## config.mk

```make
export PLATFORM = sky130hd
export DESIGN_NAME = axi_wmux
export DESIGN_NICKNAME = d
export VERILOG_FILES = /design/src/hw/axi_wmux_pkg.sv /design/src/hw/aw_chan_if.sv /design/src/hw/aw_rr_arbiter.sv /design/src/hw/axi_wmux.sv /design/src/hw/b_return.sv /design/src/hw/w_steer.sv
export SDC_FILE = /design/constraint.sdc
export NUM_CORES = 1
export LEC_CHECK = 0
export BUFFER_PORTS_ARGS = -buffer_cell sky130_fd_sc_hd__buf_2
export CORE_AREA = 2 2 143 145
export CTS_BUF_LIST = sky130_fd_sc_hd__clkbuf_4 sky130_fd_sc_hd__clkbuf_8 sky130_fd_sc_hd__clkbuf_16
export CTS_CLUSTER_SIZE = 20
export DETAILED_ROUTE_END_ITERATION = 10
export DIE_AREA = 0 0 145 147
export PLACE_DENSITY = 0.52
export SLEW_MARGIN = 40
export SYNTH_ARGS = -nofsm -noshare
export SYNTH_HDL_FRONTEND = slang
export SYNTH_SLANG_ARGS = --single-unit
```

## constraint.sdc

```tcl
create_clock -name clk_i -period 7 [get_ports clk_i]
set_clock_uncertainty 0.2 [all_clocks]
set_input_delay 1.4 -clock clk_i [delete_from_list [all_inputs] [get_ports clk_i]]
set_output_delay 1.4 -clock clk_i [all_outputs]
set_load 0.01 [all_outputs]
```

## src/hw/axi_wmux_pkg.sv

```systemverilog
// Fixed AXI write widths shared by all ports and no user, burst, size, cache or prot fields
`default_nettype none

package axi_wmux_pkg;

  // ---------------------------------------------------------------------------
  // Widths
  // ---------------------------------------------------------------------------
  localparam int unsigned SlvIdWidth = 4;   // ID width seen by each requesting port
  localparam int unsigned AddrWidth  = 32;
  localparam int unsigned DataWidth  = 32;
  localparam int unsigned LenWidth   = 8;   // AXI4 burst length field

  // ---------------------------------------------------------------------------
  // Channel field types
  // ---------------------------------------------------------------------------
  typedef logic [SlvIdWidth-1:0]  slv_id_t;
  typedef logic [AddrWidth-1:0]   addr_t;
  typedef logic [DataWidth-1:0]   data_t;
  typedef logic [DataWidth/8-1:0] strb_t;  // One strobe per byte lane
  typedef logic [LenWidth-1:0]    len_t;   // Beats minus one

  // Write response codes
  typedef enum logic [1:0] {
    RESP_OKAY   = 2'b00,
    RESP_EXOKAY = 2'b01,
    RESP_SLVERR = 2'b10,
    RESP_DECERR = 2'b11
  } resp_e;

  // AW issue control
  typedef enum logic {
    AW_OPEN   = 1'b0,  // New grants may go out
    AW_LOCKED = 1'b1   // Offered AW held until accepted
  } aw_state_e;

endpackage

`default_nettype wire

```

## src/hw/aw_chan_if.sv

```systemverilog
// One arbitrated AW channel with valid/ready and the payload held stable while valid is high
`timescale 1ns/10ps
`default_nettype none

interface aw_chan_if #(
  parameter int unsigned IdWidth = 6  // Port index bits plus port ID bits
);

  logic [IdWidth-1:0]  id;    // Port index above the original ID
  axi_wmux_pkg::addr_t addr;
  axi_wmux_pkg::len_t  len;
  logic                valid;
  logic                ready;

  // Arbiter side
  modport src (
    output id,
    output addr,
    output len,
    output valid,
    input  ready
  );

  // Issue control side
  modport dst (
    input  id,
    input  addr,
    input  len,
    input  valid,
    output ready
  );

endinterface

`default_nettype wire

```

## src/hw/aw_rr_arbiter.sv

```systemverilog
// Requesters must keep AW valid and payload stable until accepted and NumPorts is at least 2
`timescale 1ns/10ps
`default_nettype none

module aw_rr_arbiter #(
  parameter int unsigned NumPorts = 3
) (
  input  logic                                 clk_i,
  input  logic                                 rst_n_i,
  input  logic [NumPorts-1:0]                  req_valid_i,
  output logic [NumPorts-1:0]                  req_ready_o,
  input  axi_wmux_pkg::slv_id_t [NumPorts-1:0] req_id_i,
  input  axi_wmux_pkg::addr_t   [NumPorts-1:0] req_addr_i,
  input  axi_wmux_pkg::len_t    [NumPorts-1:0] req_len_i,
  aw_chan_if.src                               aw_o
);

  localparam int unsigned IdxWidth = $clog2(NumPorts);

  typedef logic [IdxWidth-1:0] idx_t;
  typedef logic [IdxWidth:0]   sum_t;  // One spare bit for the wrap check

  idx_t rr_ptr_q;    // Highest priority port
  idx_t lock_idx_q;  // Port held while its AW waits
  logic lock_q;
  idx_t search_idx;
  logic search_hit;
  idx_t sel_idx;
  logic xfer;

  // ---------------------------------------------------------------------------
  // First valid port at or after the pointer
  // ---------------------------------------------------------------------------
  always_comb begin : rr_search
    sum_t cand;
    search_idx = rr_ptr_q;
    search_hit = 1'b0;
    for (int unsigned k = 0; k < NumPorts; k++) begin
      cand = {1'b0, rr_ptr_q} + sum_t'(k);
      if (cand >= sum_t'(NumPorts)) begin
        cand = cand - sum_t'(NumPorts);  // Wrap around
      end
      if (!search_hit && req_valid_i[cand[IdxWidth-1:0]]) begin
        search_hit = 1'b1;
        search_idx = cand[IdxWidth-1:0];
      end
    end
  end

  // Lock-in keeps the grant steady until the offered AW is taken
  assign sel_idx = lock_q ? lock_idx_q : search_idx;

  // ---------------------------------------------------------------------------
  // Forward the chosen AW with its port index prepended
  // ---------------------------------------------------------------------------
  assign aw_o.valid = lock_q | search_hit;
  assign aw_o.id    = {sel_idx, req_id_i[sel_idx]};
  assign aw_o.addr  = req_addr_i[sel_idx];
  assign aw_o.len   = req_len_i[sel_idx];

  assign xfer = aw_o.valid & aw_o.ready;

  always_comb begin
    req_ready_o          = '0;
    req_ready_o[sel_idx] = xfer;  // Only the granted port sees ready
  end

  // ---------------------------------------------------------------------------
  // Pointer and lock state
  // ---------------------------------------------------------------------------
  always_ff @(posedge clk_i) begin
    if (!rst_n_i) begin
      rr_ptr_q   <= '0;
      lock_idx_q <= '0;
      lock_q     <= 1'b0;
    end else begin
      if (xfer) begin
        lock_q   <= 1'b0;
        // Next search starts one past the winner
        rr_ptr_q <= (sel_idx == idx_t'(NumPorts - 1)) ? '0 : sel_idx + 1'b1;
      end else if (aw_o.valid) begin
        lock_q     <= 1'b1;  // Offered but not taken
        lock_idx_q <= sel_idx;
      end
    end
  end

endmodule

`default_nettype wire

```

## src/hw/axi_wmux.sv

```systemverilog
// Write path only with NumPorts of 2 or more and a master ID wider by the port index bits
`timescale 1ns/10ps
`default_nettype none

module axi_wmux #(
  parameter  int unsigned NumPorts   = 3,
  parameter  int unsigned MaxWTrans  = 4,
  localparam int unsigned MstIdWidth = axi_wmux_pkg::SlvIdWidth + $clog2(NumPorts)
) (
  input  logic                                 clk_i,
  input  logic                                 rst_n_i,
  // ---------------------------------------------------------------------------
  // Requesting ports
  // ---------------------------------------------------------------------------
  input  logic [NumPorts-1:0]                  slv_aw_valid_i,
  output logic [NumPorts-1:0]                  slv_aw_ready_o,
  input  axi_wmux_pkg::slv_id_t [NumPorts-1:0] slv_aw_id_i,
  input  axi_wmux_pkg::addr_t   [NumPorts-1:0] slv_aw_addr_i,
  input  axi_wmux_pkg::len_t    [NumPorts-1:0] slv_aw_len_i,
  input  logic [NumPorts-1:0]                  slv_w_valid_i,
  output logic [NumPorts-1:0]                  slv_w_ready_o,
  input  axi_wmux_pkg::data_t   [NumPorts-1:0] slv_w_data_i,
  input  axi_wmux_pkg::strb_t   [NumPorts-1:0] slv_w_strb_i,
  input  logic [NumPorts-1:0]                  slv_w_last_i,
  output logic [NumPorts-1:0]                  slv_b_valid_o,
  input  logic [NumPorts-1:0]                  slv_b_ready_i,
  output axi_wmux_pkg::slv_id_t                slv_b_id_o,    // Shared by all ports
  output axi_wmux_pkg::resp_e                  slv_b_resp_o,
  // ---------------------------------------------------------------------------
  // Master port
  // ---------------------------------------------------------------------------
  output logic                                 mst_aw_valid_o,
  input  logic                                 mst_aw_ready_i,
  output logic [MstIdWidth-1:0]                mst_aw_id_o,
  output axi_wmux_pkg::addr_t                  mst_aw_addr_o,
  output axi_wmux_pkg::len_t                   mst_aw_len_o,
  output logic                                 mst_w_valid_o,
  input  logic                                 mst_w_ready_i,
  output axi_wmux_pkg::data_t                  mst_w_data_o,
  output axi_wmux_pkg::strb_t                  mst_w_strb_o,
  output logic                                 mst_w_last_o,
  input  logic                                 mst_b_valid_i,
  output logic                                 mst_b_ready_o,
  input  logic [MstIdWidth-1:0]                mst_b_id_i,
  input  axi_wmux_pkg::resp_e                  mst_b_resp_i
);

  // Granted AW between arbiter and issue control
  aw_chan_if #(.IdWidth(MstIdWidth)) aw_chan ();

  aw_rr_arbiter #(
    .NumPorts (NumPorts)
  ) u_aw_arbiter (
    .clk_i       (clk_i),
    .rst_n_i     (rst_n_i),
    .req_valid_i (slv_aw_valid_i),
    .req_ready_o (slv_aw_ready_o),
    .req_id_i    (slv_aw_id_i),
    .req_addr_i  (slv_aw_addr_i),
    .req_len_i   (slv_aw_len_i),
    .aw_o        (aw_chan)
  );

  w_steer #(
    .NumPorts  (NumPorts),
    .MaxWTrans (MaxWTrans)
  ) u_w_steer (
    .clk_i          (clk_i),
    .rst_n_i        (rst_n_i),
    .aw_i           (aw_chan),
    .mst_aw_valid_o (mst_aw_valid_o),
    .mst_aw_ready_i (mst_aw_ready_i),
    .mst_aw_id_o    (mst_aw_id_o),
    .mst_aw_addr_o  (mst_aw_addr_o),
    .mst_aw_len_o   (mst_aw_len_o),
    .slv_w_valid_i  (slv_w_valid_i),
    .slv_w_ready_o  (slv_w_ready_o),
    .slv_w_data_i   (slv_w_data_i),
    .slv_w_strb_i   (slv_w_strb_i),
    .slv_w_last_i   (slv_w_last_i),
    .mst_w_valid_o  (mst_w_valid_o),
    .mst_w_data_o   (mst_w_data_o),
    .mst_w_strb_o   (mst_w_strb_o),
    .mst_w_last_o   (mst_w_last_o),
    .mst_w_ready_i  (mst_w_ready_i)
  );

  b_return #(
    .NumPorts (NumPorts)
  ) u_b_return (
    .clk_i         (clk_i),
    .rst_n_i       (rst_n_i),
    .mst_b_valid_i (mst_b_valid_i),
    .mst_b_ready_o (mst_b_ready_o),
    .mst_b_id_i    (mst_b_id_i),
    .mst_b_resp_i  (mst_b_resp_i),
    .slv_b_valid_o (slv_b_valid_o),
    .slv_b_ready_i (slv_b_ready_i),
    .slv_b_id_o    (slv_b_id_o),
    .slv_b_resp_o  (slv_b_resp_o)
  );

endmodule

`default_nettype wire

```

## src/hw/b_return.sv

```systemverilog
// One registered B stage and the index bits of the B ID must name an existing port
`timescale 1ns/10ps
`default_nettype none

module b_return #(
  parameter  int unsigned NumPorts   = 3,
  localparam int unsigned MstIdWidth = axi_wmux_pkg::SlvIdWidth + $clog2(NumPorts)
) (
  input  logic                  clk_i,
  input  logic                  rst_n_i,
  // Master B
  input  logic                  mst_b_valid_i,
  output logic                  mst_b_ready_o,
  input  logic [MstIdWidth-1:0] mst_b_id_i,
  input  axi_wmux_pkg::resp_e   mst_b_resp_i,
  // Port B
  output logic [NumPorts-1:0]   slv_b_valid_o,
  input  logic [NumPorts-1:0]   slv_b_ready_i,
  output axi_wmux_pkg::slv_id_t slv_b_id_o,
  output axi_wmux_pkg::resp_e   slv_b_resp_o
);

  localparam int unsigned IdxWidth = $clog2(NumPorts);

  logic                  valid_q;
  logic [MstIdWidth-1:0] id_q;
  axi_wmux_pkg::resp_e   resp_q;
  logic [IdxWidth-1:0]   target;
  logic                  take;

  assign target = id_q[axi_wmux_pkg::SlvIdWidth +: IdxWidth];  // Port index bits
  assign take   = valid_q & slv_b_ready_i[target];

  // Accept when empty or when the held response leaves this cycle
  assign mst_b_ready_o = ~valid_q | take;

  // Shared payload, per-port valid
  assign slv_b_id_o   = id_q[axi_wmux_pkg::SlvIdWidth-1:0];
  assign slv_b_resp_o = resp_q;

  always_comb begin
    slv_b_valid_o         = '0;
    slv_b_valid_o[target] = valid_q;
  end

  always_ff @(posedge clk_i) begin
    if (!rst_n_i) begin
      valid_q <= 1'b0;
    end else if (mst_b_valid_i && mst_b_ready_o) begin
      valid_q <= 1'b1;
    end else if (take) begin
      valid_q <= 1'b0;
    end
  end

  always_ff @(posedge clk_i) begin
    if (mst_b_valid_i && mst_b_ready_o) begin
      id_q   <= mst_b_id_i;
      resp_q <= mst_b_resp_i;
    end
  end

endmodule

`default_nettype wire

```

## src/hw/w_steer.sv

```systemverilog
// W bursts must follow their AW order and up to MaxWTrans bursts may wait for their data
`timescale 1ns/10ps
`default_nettype none

module w_steer #(
  parameter  int unsigned NumPorts   = 3,
  parameter  int unsigned MaxWTrans  = 4,
  localparam int unsigned MstIdWidth = axi_wmux_pkg::SlvIdWidth + $clog2(NumPorts)
) (
  input  logic                               clk_i,
  input  logic                               rst_n_i,
  // Arbitrated AW
  aw_chan_if.dst                             aw_i,
  // Master AW
  output logic                               mst_aw_valid_o,
  input  logic                               mst_aw_ready_i,
  output logic [MstIdWidth-1:0]              mst_aw_id_o,
  output axi_wmux_pkg::addr_t                mst_aw_addr_o,
  output axi_wmux_pkg::len_t                 mst_aw_len_o,
  // Port W
  input  logic [NumPorts-1:0]                slv_w_valid_i,
  output logic [NumPorts-1:0]                slv_w_ready_o,
  input  axi_wmux_pkg::data_t [NumPorts-1:0] slv_w_data_i,
  input  axi_wmux_pkg::strb_t [NumPorts-1:0] slv_w_strb_i,
  input  logic [NumPorts-1:0]                slv_w_last_i,
  // Master W
  output logic                               mst_w_valid_o,
  output axi_wmux_pkg::data_t                mst_w_data_o,
  output axi_wmux_pkg::strb_t                mst_w_strb_o,
  output logic                               mst_w_last_o,
  input  logic                               mst_w_ready_i
);

  localparam int unsigned IdxWidth = $clog2(NumPorts);
  localparam int unsigned PtrWidth = (MaxWTrans > 1) ? $clog2(MaxWTrans) : 1;
  localparam int unsigned CntWidth = $clog2(MaxWTrans + 1);

  typedef logic [IdxWidth-1:0] idx_t;
  typedef logic [PtrWidth-1:0] ptr_t;
  typedef logic [CntWidth-1:0] cnt_t;

  axi_wmux_pkg::aw_state_e state_q, state_d;

  idx_t fifo_mem [MaxWTrans];  // Port order of accepted AWs
  ptr_t wr_ptr_q;
  ptr_t rd_ptr_q;
  cnt_t count_q;
  logic fifo_full;
  logic fifo_empty;
  logic fifo_push;
  logic fifo_pop;
  idx_t head;

  assign fifo_full  = (count_q == cnt_t'(MaxWTrans));
  assign fifo_empty = (count_q == '0);
  assign head       = fifo_mem[rd_ptr_q];

  // ---------------------------------------------------------------------------
  // AW issue control
  // ---------------------------------------------------------------------------
  assign mst_aw_id_o   = aw_i.id;
  assign mst_aw_addr_o = aw_i.addr;
  assign mst_aw_len_o  = aw_i.len;

  always_comb begin
    state_d        = state_q;
    fifo_push      = 1'b0;
    mst_aw_valid_o = 1'b0;
    aw_i.ready     = 1'b0;
    case (state_q)
      axi_wmux_pkg::AW_LOCKED: begin
        mst_aw_valid_o = 1'b1;  // Arbiter holds the same AW
        if (mst_aw_ready_i) begin
          aw_i.ready = 1'b1;
          fifo_push  = 1'b1;
          state_d    = axi_wmux_pkg::AW_OPEN;
        end
      end
      default: begin
        if (!fifo_full) begin  // Stall new AWs while no decision slot is free
          aw_i.ready = mst_aw_ready_i;
          if (aw_i.valid) begin
            mst_aw_valid_o = 1'b1;
            if (mst_aw_ready_i) begin
              fifo_push = 1'b1;
            end else begin
              state_d = axi_wmux_pkg::AW_LOCKED;
            end
          end
        end
      end
    endcase
  end

  // ---------------------------------------------------------------------------
  // Decision FIFO
  // ---------------------------------------------------------------------------
  always_ff @(posedge clk_i) begin
    if (!rst_n_i) begin
      state_q  <= axi_wmux_pkg::AW_OPEN;
      wr_ptr_q <= '0;
      rd_ptr_q <= '0;
      count_q  <= '0;
    end else begin
      state_q <= state_d;
      if (fifo_push) begin
        wr_ptr_q <= (wr_ptr_q == ptr_t'(MaxWTrans - 1)) ? '0 : wr_ptr_q + 1'b1;
      end
      if (fifo_pop) begin
        rd_ptr_q <= (rd_ptr_q == ptr_t'(MaxWTrans - 1)) ? '0 : rd_ptr_q + 1'b1;
      end
      case ({fifo_push, fifo_pop})
        2'b10:   count_q <= count_q + 1'b1;
        2'b01:   count_q <= count_q - 1'b1;
        default: count_q <= count_q;
      endcase
    end
  end

  always_ff @(posedge clk_i) begin
    if (fifo_push) begin
      fifo_mem[wr_ptr_q] <= aw_i.id[axi_wmux_pkg::SlvIdWidth +: IdxWidth];
    end
  end

  // ---------------------------------------------------------------------------
  // W multiplexer
  // ---------------------------------------------------------------------------
  assign mst_w_data_o = slv_w_data_i[head];
  assign mst_w_strb_o = slv_w_strb_i[head];
  assign mst_w_last_o = slv_w_last_i[head];

  always_comb begin
    mst_w_valid_o = 1'b0;
    slv_w_ready_o = '0;
    fifo_pop      = 1'b0;
    if (!fifo_empty) begin
      // Only the port at the head is connected
      mst_w_valid_o       = slv_w_valid_i[head];
      slv_w_ready_o[head] = mst_w_ready_i;
      fifo_pop            = slv_w_valid_i[head] & mst_w_ready_i & slv_w_last_i[head];
    end
  end

endmodule

`default_nettype wire

```

* Yosys cells after proc, flatten, opt, wreduce, memory -nomap -nowiden *
Memory sizes are Yosys's and may differ from the RTL's. A register that Yosys moved wholly into a read port is not among the register bits.
Index checks and enable logic that the tools add are counted.

storage, ports and cells
  memories kept = 1
  bits in registers = 22
  memory bits (writable) = 8

memory list
  name                depth  width  rd ports  clocked after memory_dff  write ports  RTL line       RTL
  u_w_steer.fifo_mem  4      2      1         1                         1            w_steer.sv:44  idx_t fifo_mem [MaxWTrans];

cells by class
  add/subtract/negate cells = 10
  magnitude comparators = 12
  mux-type cells = 64
  eq/ne operators = 6
  reduce and logical (&&, ||, !) cells = 13
  bitwise gates (word level) = 12

operators by type and width
  operator             number
  $bmux 32 s2          2
  $mux 32              2
  $mux 1               31
  $mux 2               12
  $lt 2x3->1 const B   6
  $bmux 4 s2           2
  $bmux 8 s2           1
  $bmux 1 s2           6
  $and 3x3->3          3
  $eq 2x2->1 const B   4
  $mux 4               2
  $mux 8               1
  $add 2x1->2 const B  3
  $demux 1 s2          3
  $ge 2x1->1 const B   3
  $ge 3x2->1 const B   2
  $logic_and 1x1->1    6
  $pmux 3 s2           1
  $sub 2x2->2 const B  3
  $and 1x1->1          4
  $reduce_bool 2->1    2
  $add 2x1->3 const B  1
  $add 2x2->3 const B  1
  $add 3x1->3 const B  1
  other kinds (11)     15

* Logic depth before layout (Yosys ltp) *
  depth in word-level cells = 17
  depth in mapped cells = 15
  gate-level depth less buffers = 14

* Hierarchy *
Synthesis repeated with hierarchy kept, for this count alone.

second synthesis, totals
  cell total of the unflattened synthesis = 538
  area, all modules = 4,277.9 um^2

modules (own cells, without submodules)
  module         area each (um^2)  cells each  instances
  w_steer        1,993.2           246         1
  aw_rr_arbiter  1,914.3           269         1
  b_return       370.4             23          1

* Least setup slack after synthesis *
No wires, ideal clock.

  path kind = input to output
  from = input port slv_aw_valid_i[1]
  to = output port mst_aw_addr_o[0]
  path slack = 2.492 ns
  stages on the path = 6
  required time = 5.400 ns
  buffers on the path = 1
  data arrival time = 2.908 ns
  path through = mux2i_1 -> o221ai_2 -> o32ai_2 -> clkbuf_1 -> a221oi_1 -> o2bb2ai_1

between the ends
  cells in the longest elaborated chain, start to end = 12
  elaborated cells between the ends (all ways) = 18

ends and longest elaborated chain
  element                          RTL line             RTL
  start, declared                  axi_wmux.sv:15       input logic [NumPorts-1:0] slv_aw_valid_i,
  $bmux 1 s2                       aw_rr_arbiter.sv:43  if (!search_hit && req_valid_i[cand[IdxWidth-1:0]]) begin
  $mux 1 (not written as such)     aw_rr_arbiter.sv:43
  $mux 1                           aw_rr_arbiter.sv:43
  $logic_not 1->1                  aw_rr_arbiter.sv:43
  $logic_and 1x1->1                aw_rr_arbiter.sv:43
  $mux 1                           aw_rr_arbiter.sv:43
  $logic_not 1->1                  aw_rr_arbiter.sv:43
  $logic_and 1x1->1                aw_rr_arbiter.sv:43
  $mux 2 *                         aw_rr_arbiter.sv:43
  $mux 2 *                         aw_rr_arbiter.sv:51  assign sel_idx = lock_q ? lock_idx_q : search_idx;
  $bmux 32 s2 *                    aw_rr_arbiter.sv:58  assign aw_o.addr = req_addr_i[sel_idx];
  $mux 32 (not written as such) *  aw_rr_arbiter.sv:58
  end, declared                    axi_wmux.sv:35       output axi_wmux_pkg::addr_t mst_aw_addr_o,

Mark *: on every way between the ends. The rest lies on a longest branch, timed or not. The select of a mux whose other input is x is not followed.

* Worst setup path after layout *
  from = input port slv_aw_valid_i[1]
  to = output port slv_aw_ready_o[1]

between the ends
  cells in the longest elaborated chain, start to end = 15
  elaborated cells between the ends (all ways) = 25

ends and longest elaborated chain
  element                                                         RTL line             RTL
  $bmux 1 s2                                                      aw_rr_arbiter.sv:43
  $mux 1 (not written as such)                                    aw_rr_arbiter.sv:43
  $mux 1                                                          aw_rr_arbiter.sv:43
  $logic_not 1->1                                                 aw_rr_arbiter.sv:43
  $logic_and 1x1->1                                               aw_rr_arbiter.sv:43
  $mux 1                                                          aw_rr_arbiter.sv:43
  $logic_not 1->1                                                 aw_rr_arbiter.sv:43
  $logic_and 1x1->1                                               aw_rr_arbiter.sv:43
  $mux 2                                                          aw_rr_arbiter.sv:43
  $mux 2                                                          aw_rr_arbiter.sv:51
  $lt 2x3->1 (not written as such) or $ge 2x1->1 (tied branches)  aw_rr_arbiter.sv:65  req_ready_o[sel_idx] = xfer;
  $logic_and 1x1->1 (not written as such)                         aw_rr_arbiter.sv:65
  $mux 1 (not written as such)                                    aw_rr_arbiter.sv:65
  $demux 1 s2                                                     -
  $and 3x3->3 (no line) *                                         -
  end, declared                                                   axi_wmux.sv:16       output logic [NumPorts-1:0] slv_aw_ready_o,

Marked as above.

==> results.sh <==
export IMPL_cts_resized=0
export IMPL_detail_route_vias_per_cell=4.76
export IMPL_grt_max_degree=54
export IMPL_antenna_found_initial=5
export IMPL_clock_fmax_ghz=0.195
export IMPL_hold_viol=0
export IMPL_tightest_slew_ns=0.650
export IMPL_synth_top_area_cell="mux2i_1"
export IMPL_hp_class="flip-flop to flip-flop"
export IMPL_timing_final_crit_share_pct=73.4
export IMPL_drtAntennaViolNets=0
export IMPL_syn_avg_cell_area_sq_um=8.06
export IMPL_cts_htree_levels=2
export IMPL_clockRootBuffer="clkbuf_16"
export IMPL_grt_usage_pct=15.1
export IMPL_die_x_um=145
export IMPL_period_needed_ns=5.13
export IMPL_synth_flop_cell="edfxtp_1"
export IMPL_routed_wl_mm=17.7
export IMPL_cts_sinks=32
export IMPL_syn_nets=775
export IMPL_timing_max_slew_rel_slack_pct=56.6
export IMPL_cap_violations=0
export IMPL_mappedNetlistArea_sq_mm=0.00402
export IMPL_slew_viol_final=0
export IMPL_row_count=52
export IMPL_synthMostInstantiatedCell="mux2i_1"
export IMPL_yosysWarnings=0
export IMPL_gp_congestion=0.864
export IMPL_yosys_top_cells_count="mux2i_1, nor2_1, nand2_1"
export IMPL_synthTopCellsByArea="mux2i_1, edfxtp_1, o2bb2ai_1, a221oi_1, dfxtp_1"
export IMPL_drive_above_1_share_pct=47.5
export IMPL_die_y_um=147
export IMPL_route_met3_wl_mm=1.32
export IMPL_cts_buffers=5
export IMPL_ys_ff_latch=32
export IMPL_clk_latency_ns=0.27
export IMPL_drcViolationCount=0
export IMPL_irDropWorstVdd_uv=190
export IMPL_io_buffers=365
export IMPL_vias=5271
export IMPL_ctsLongestPathBuffers=2
export IMPL_finalNetCount=1108
export IMPL_overflow=0
export IMPL_die_area_sq_mm=0.0213
export IMPL_grt_pass1_vias=4846
export IMPL_ys_types=51
export IMPL_met1_length_mm=6.92
export IMPL_hpwl_mm=14.3
export IMPL_yosysSeqAreaShare_pct=19.9
export IMPL_synth_top_area_share_pct=21.7
export IMPL_grt_pass1_wl_mm=26.2
export IMPL_setup_viol=0
export IMPL_top_layer="met4"
export IMPL_drt_pass1_iterations=8
export IMPL_synthCells=499
export IMPL_drt_iter0_drc=147
export IMPL_synth_edf_count=16
export IMPL_core_sq_mm=0.0198
export IMPL_status="finished, final reports clean"
export IMPL_clk_pin_slew_ns=0.05
export IMPL_wl_met2_mm=9.08
export IMPL_holdBufCountCts=0
export IMPL_cp_start_kind="primary input"
export IMPL_critical_path_endpoint_type="output port"
export IMPL_leakage_nw=2.96
export IMPL_worstPathMaxFanout=53
export IMPL_fin_setup_tns_ns=0
export IMPL_total_power_mw=2.63
export IMPL_cts_tree="done"
export IMPL_pin_count=366
export IMPL_post_cts_buffers=0
export IMPL_async_flop_share_pct=0
export IMPL_avgRoutedWirePerCell_um=16.0
export IMPL_initial_core_util_pct=20.3
export IMPL_arrival_ns=3.53
export IMPL_area_growth_synth_to_final_pct=54.9
export IMPL_grt_setup_unrepaired="false"
export IMPL_worstSetupPathType="primary input to output port"
export IMPL_cp_data_required_time_ns=5.40
export IMPL_p_per_area_mw_per_mm2=422
critical path: stages:
cell and delay (ns):
buf_2 0.13, nand3b_1 0.21, o21ai_0 0.17, o221a_2 0.28, a2111o_2 0.42, buf_4 0.32, nor4_2 0.40, buf_2 0.19
flip-flops by register name, indices dropped and copies added, names as in the netlist, 2 cells and up, named ones only:
register and count:
u_aw_arbiter.lock_idx_q 2, u_w_steer.wr_ptr_q 2, u_w_steer.count_q 3, u_b_return.id_q 6, u_b_return.slv_b_resp_o 2, u_aw_arbiter.rr_ptr_q 2
u_w_steer.fifo_mem 8, u_w_steer.rd_ptr_q 2
routing by layer:
layer | up-vias | global-route usage (%)
li1 | 2584 | -
met1 | 2362 | 17.2
met2 | 291 | 28.9
met3 | 34 | 2.98
met4 | 0 | 4.01
met5 | - | 0
logic make-up (layout without fill, tap and decap cells):
| family | after synthesis | count (layout) | share of synthesized area (%) |
|---|---|---|---|
| muxes | 90 | 90 | 23.1 |
| adders and majority gates | 11 | 11 | 3.61 |
| DFF | 32 | 32 | 19.9 |
| buffers and inverters | 61 | 395 | 6.44 |
| AOI/OAI and AO/OA | 154 | 154 | 29.7 |
| xor gates and xnor gates | 2 | 2 | 0.436 |
| and+or+nand+nor | 149 | 149 | 16.8 |
| other | 0 | 4 | 0 |
final cells by class:
cell class	count	area, sq um
Antenna cell	4	10.0
Clock buffer	8	160
Fill cell	2110	13600
Inverter	13	48.8
Multi-Input combinational cell	406	2970
Sequential cell	32	802
Tap cell	270	338
Timing Repair Buffer	374	1890
worst paths after layout:
path / from / to / slack [ns] / depth (start not counted)
min reg2reg: u_w_steer.rd_ptr_q[0] / u_w_steer.rd_ptr_q[0] / 0.30 / 2
max reg2reg: u_aw_arbiter.rr_ptr_q[0] / u_w_steer.count_q[2] / 2.93 / 14
min: u_w_steer.rd_ptr_q[0] / u_w_steer.rd_ptr_q[0] / 0.30 / 2
max: slv_aw_valid_i[1] / slv_aw_ready_o[1] / 1.87 / 8
per-stage QoR:
step                hold WS (ns)  std cells  setup slack (ns)  utilization, %  instance area, sq um
CTS                        0.302       1103              1.86            31.3                  6220
detailed placement         0.295       1095              1.86            30.5                  6060
floorplan                  0.263        499              2.49               -                  4020
finish                     0.295       1107              1.87            31.4                  6230
global placement           0.287       1095              1.88            30.5                  6060
global route               0.320       1105              1.68            31.4                  6220
layout by cell type (no fill, tap or decap), types with 9 or more instances in the layout:
master / synthesis / layout
a221oi_1: 44 / 44
buf_2: 12 / 365
buf_4: 4 / 9
dfxtp_1: 16 / 15
edfxtp_1: 16 / 16
ha_1: 10 / 10
inv_1: 12 / 12
mux2i_1: 87 / 87
nand2_1: 47 / 47
nor2_1: 60 / 60
o21ai_0: 40 / 40
o2bb2ai_1: 45 / 45
report_power, final:
part,total (mW),internal (mW),switching (mW)
Clock,0.226,0.155,0.0712
Combinational,2.12,0.869,1.25
Sequential,0.279,0.245,0.0335
(Power assumes the default switching activity.)
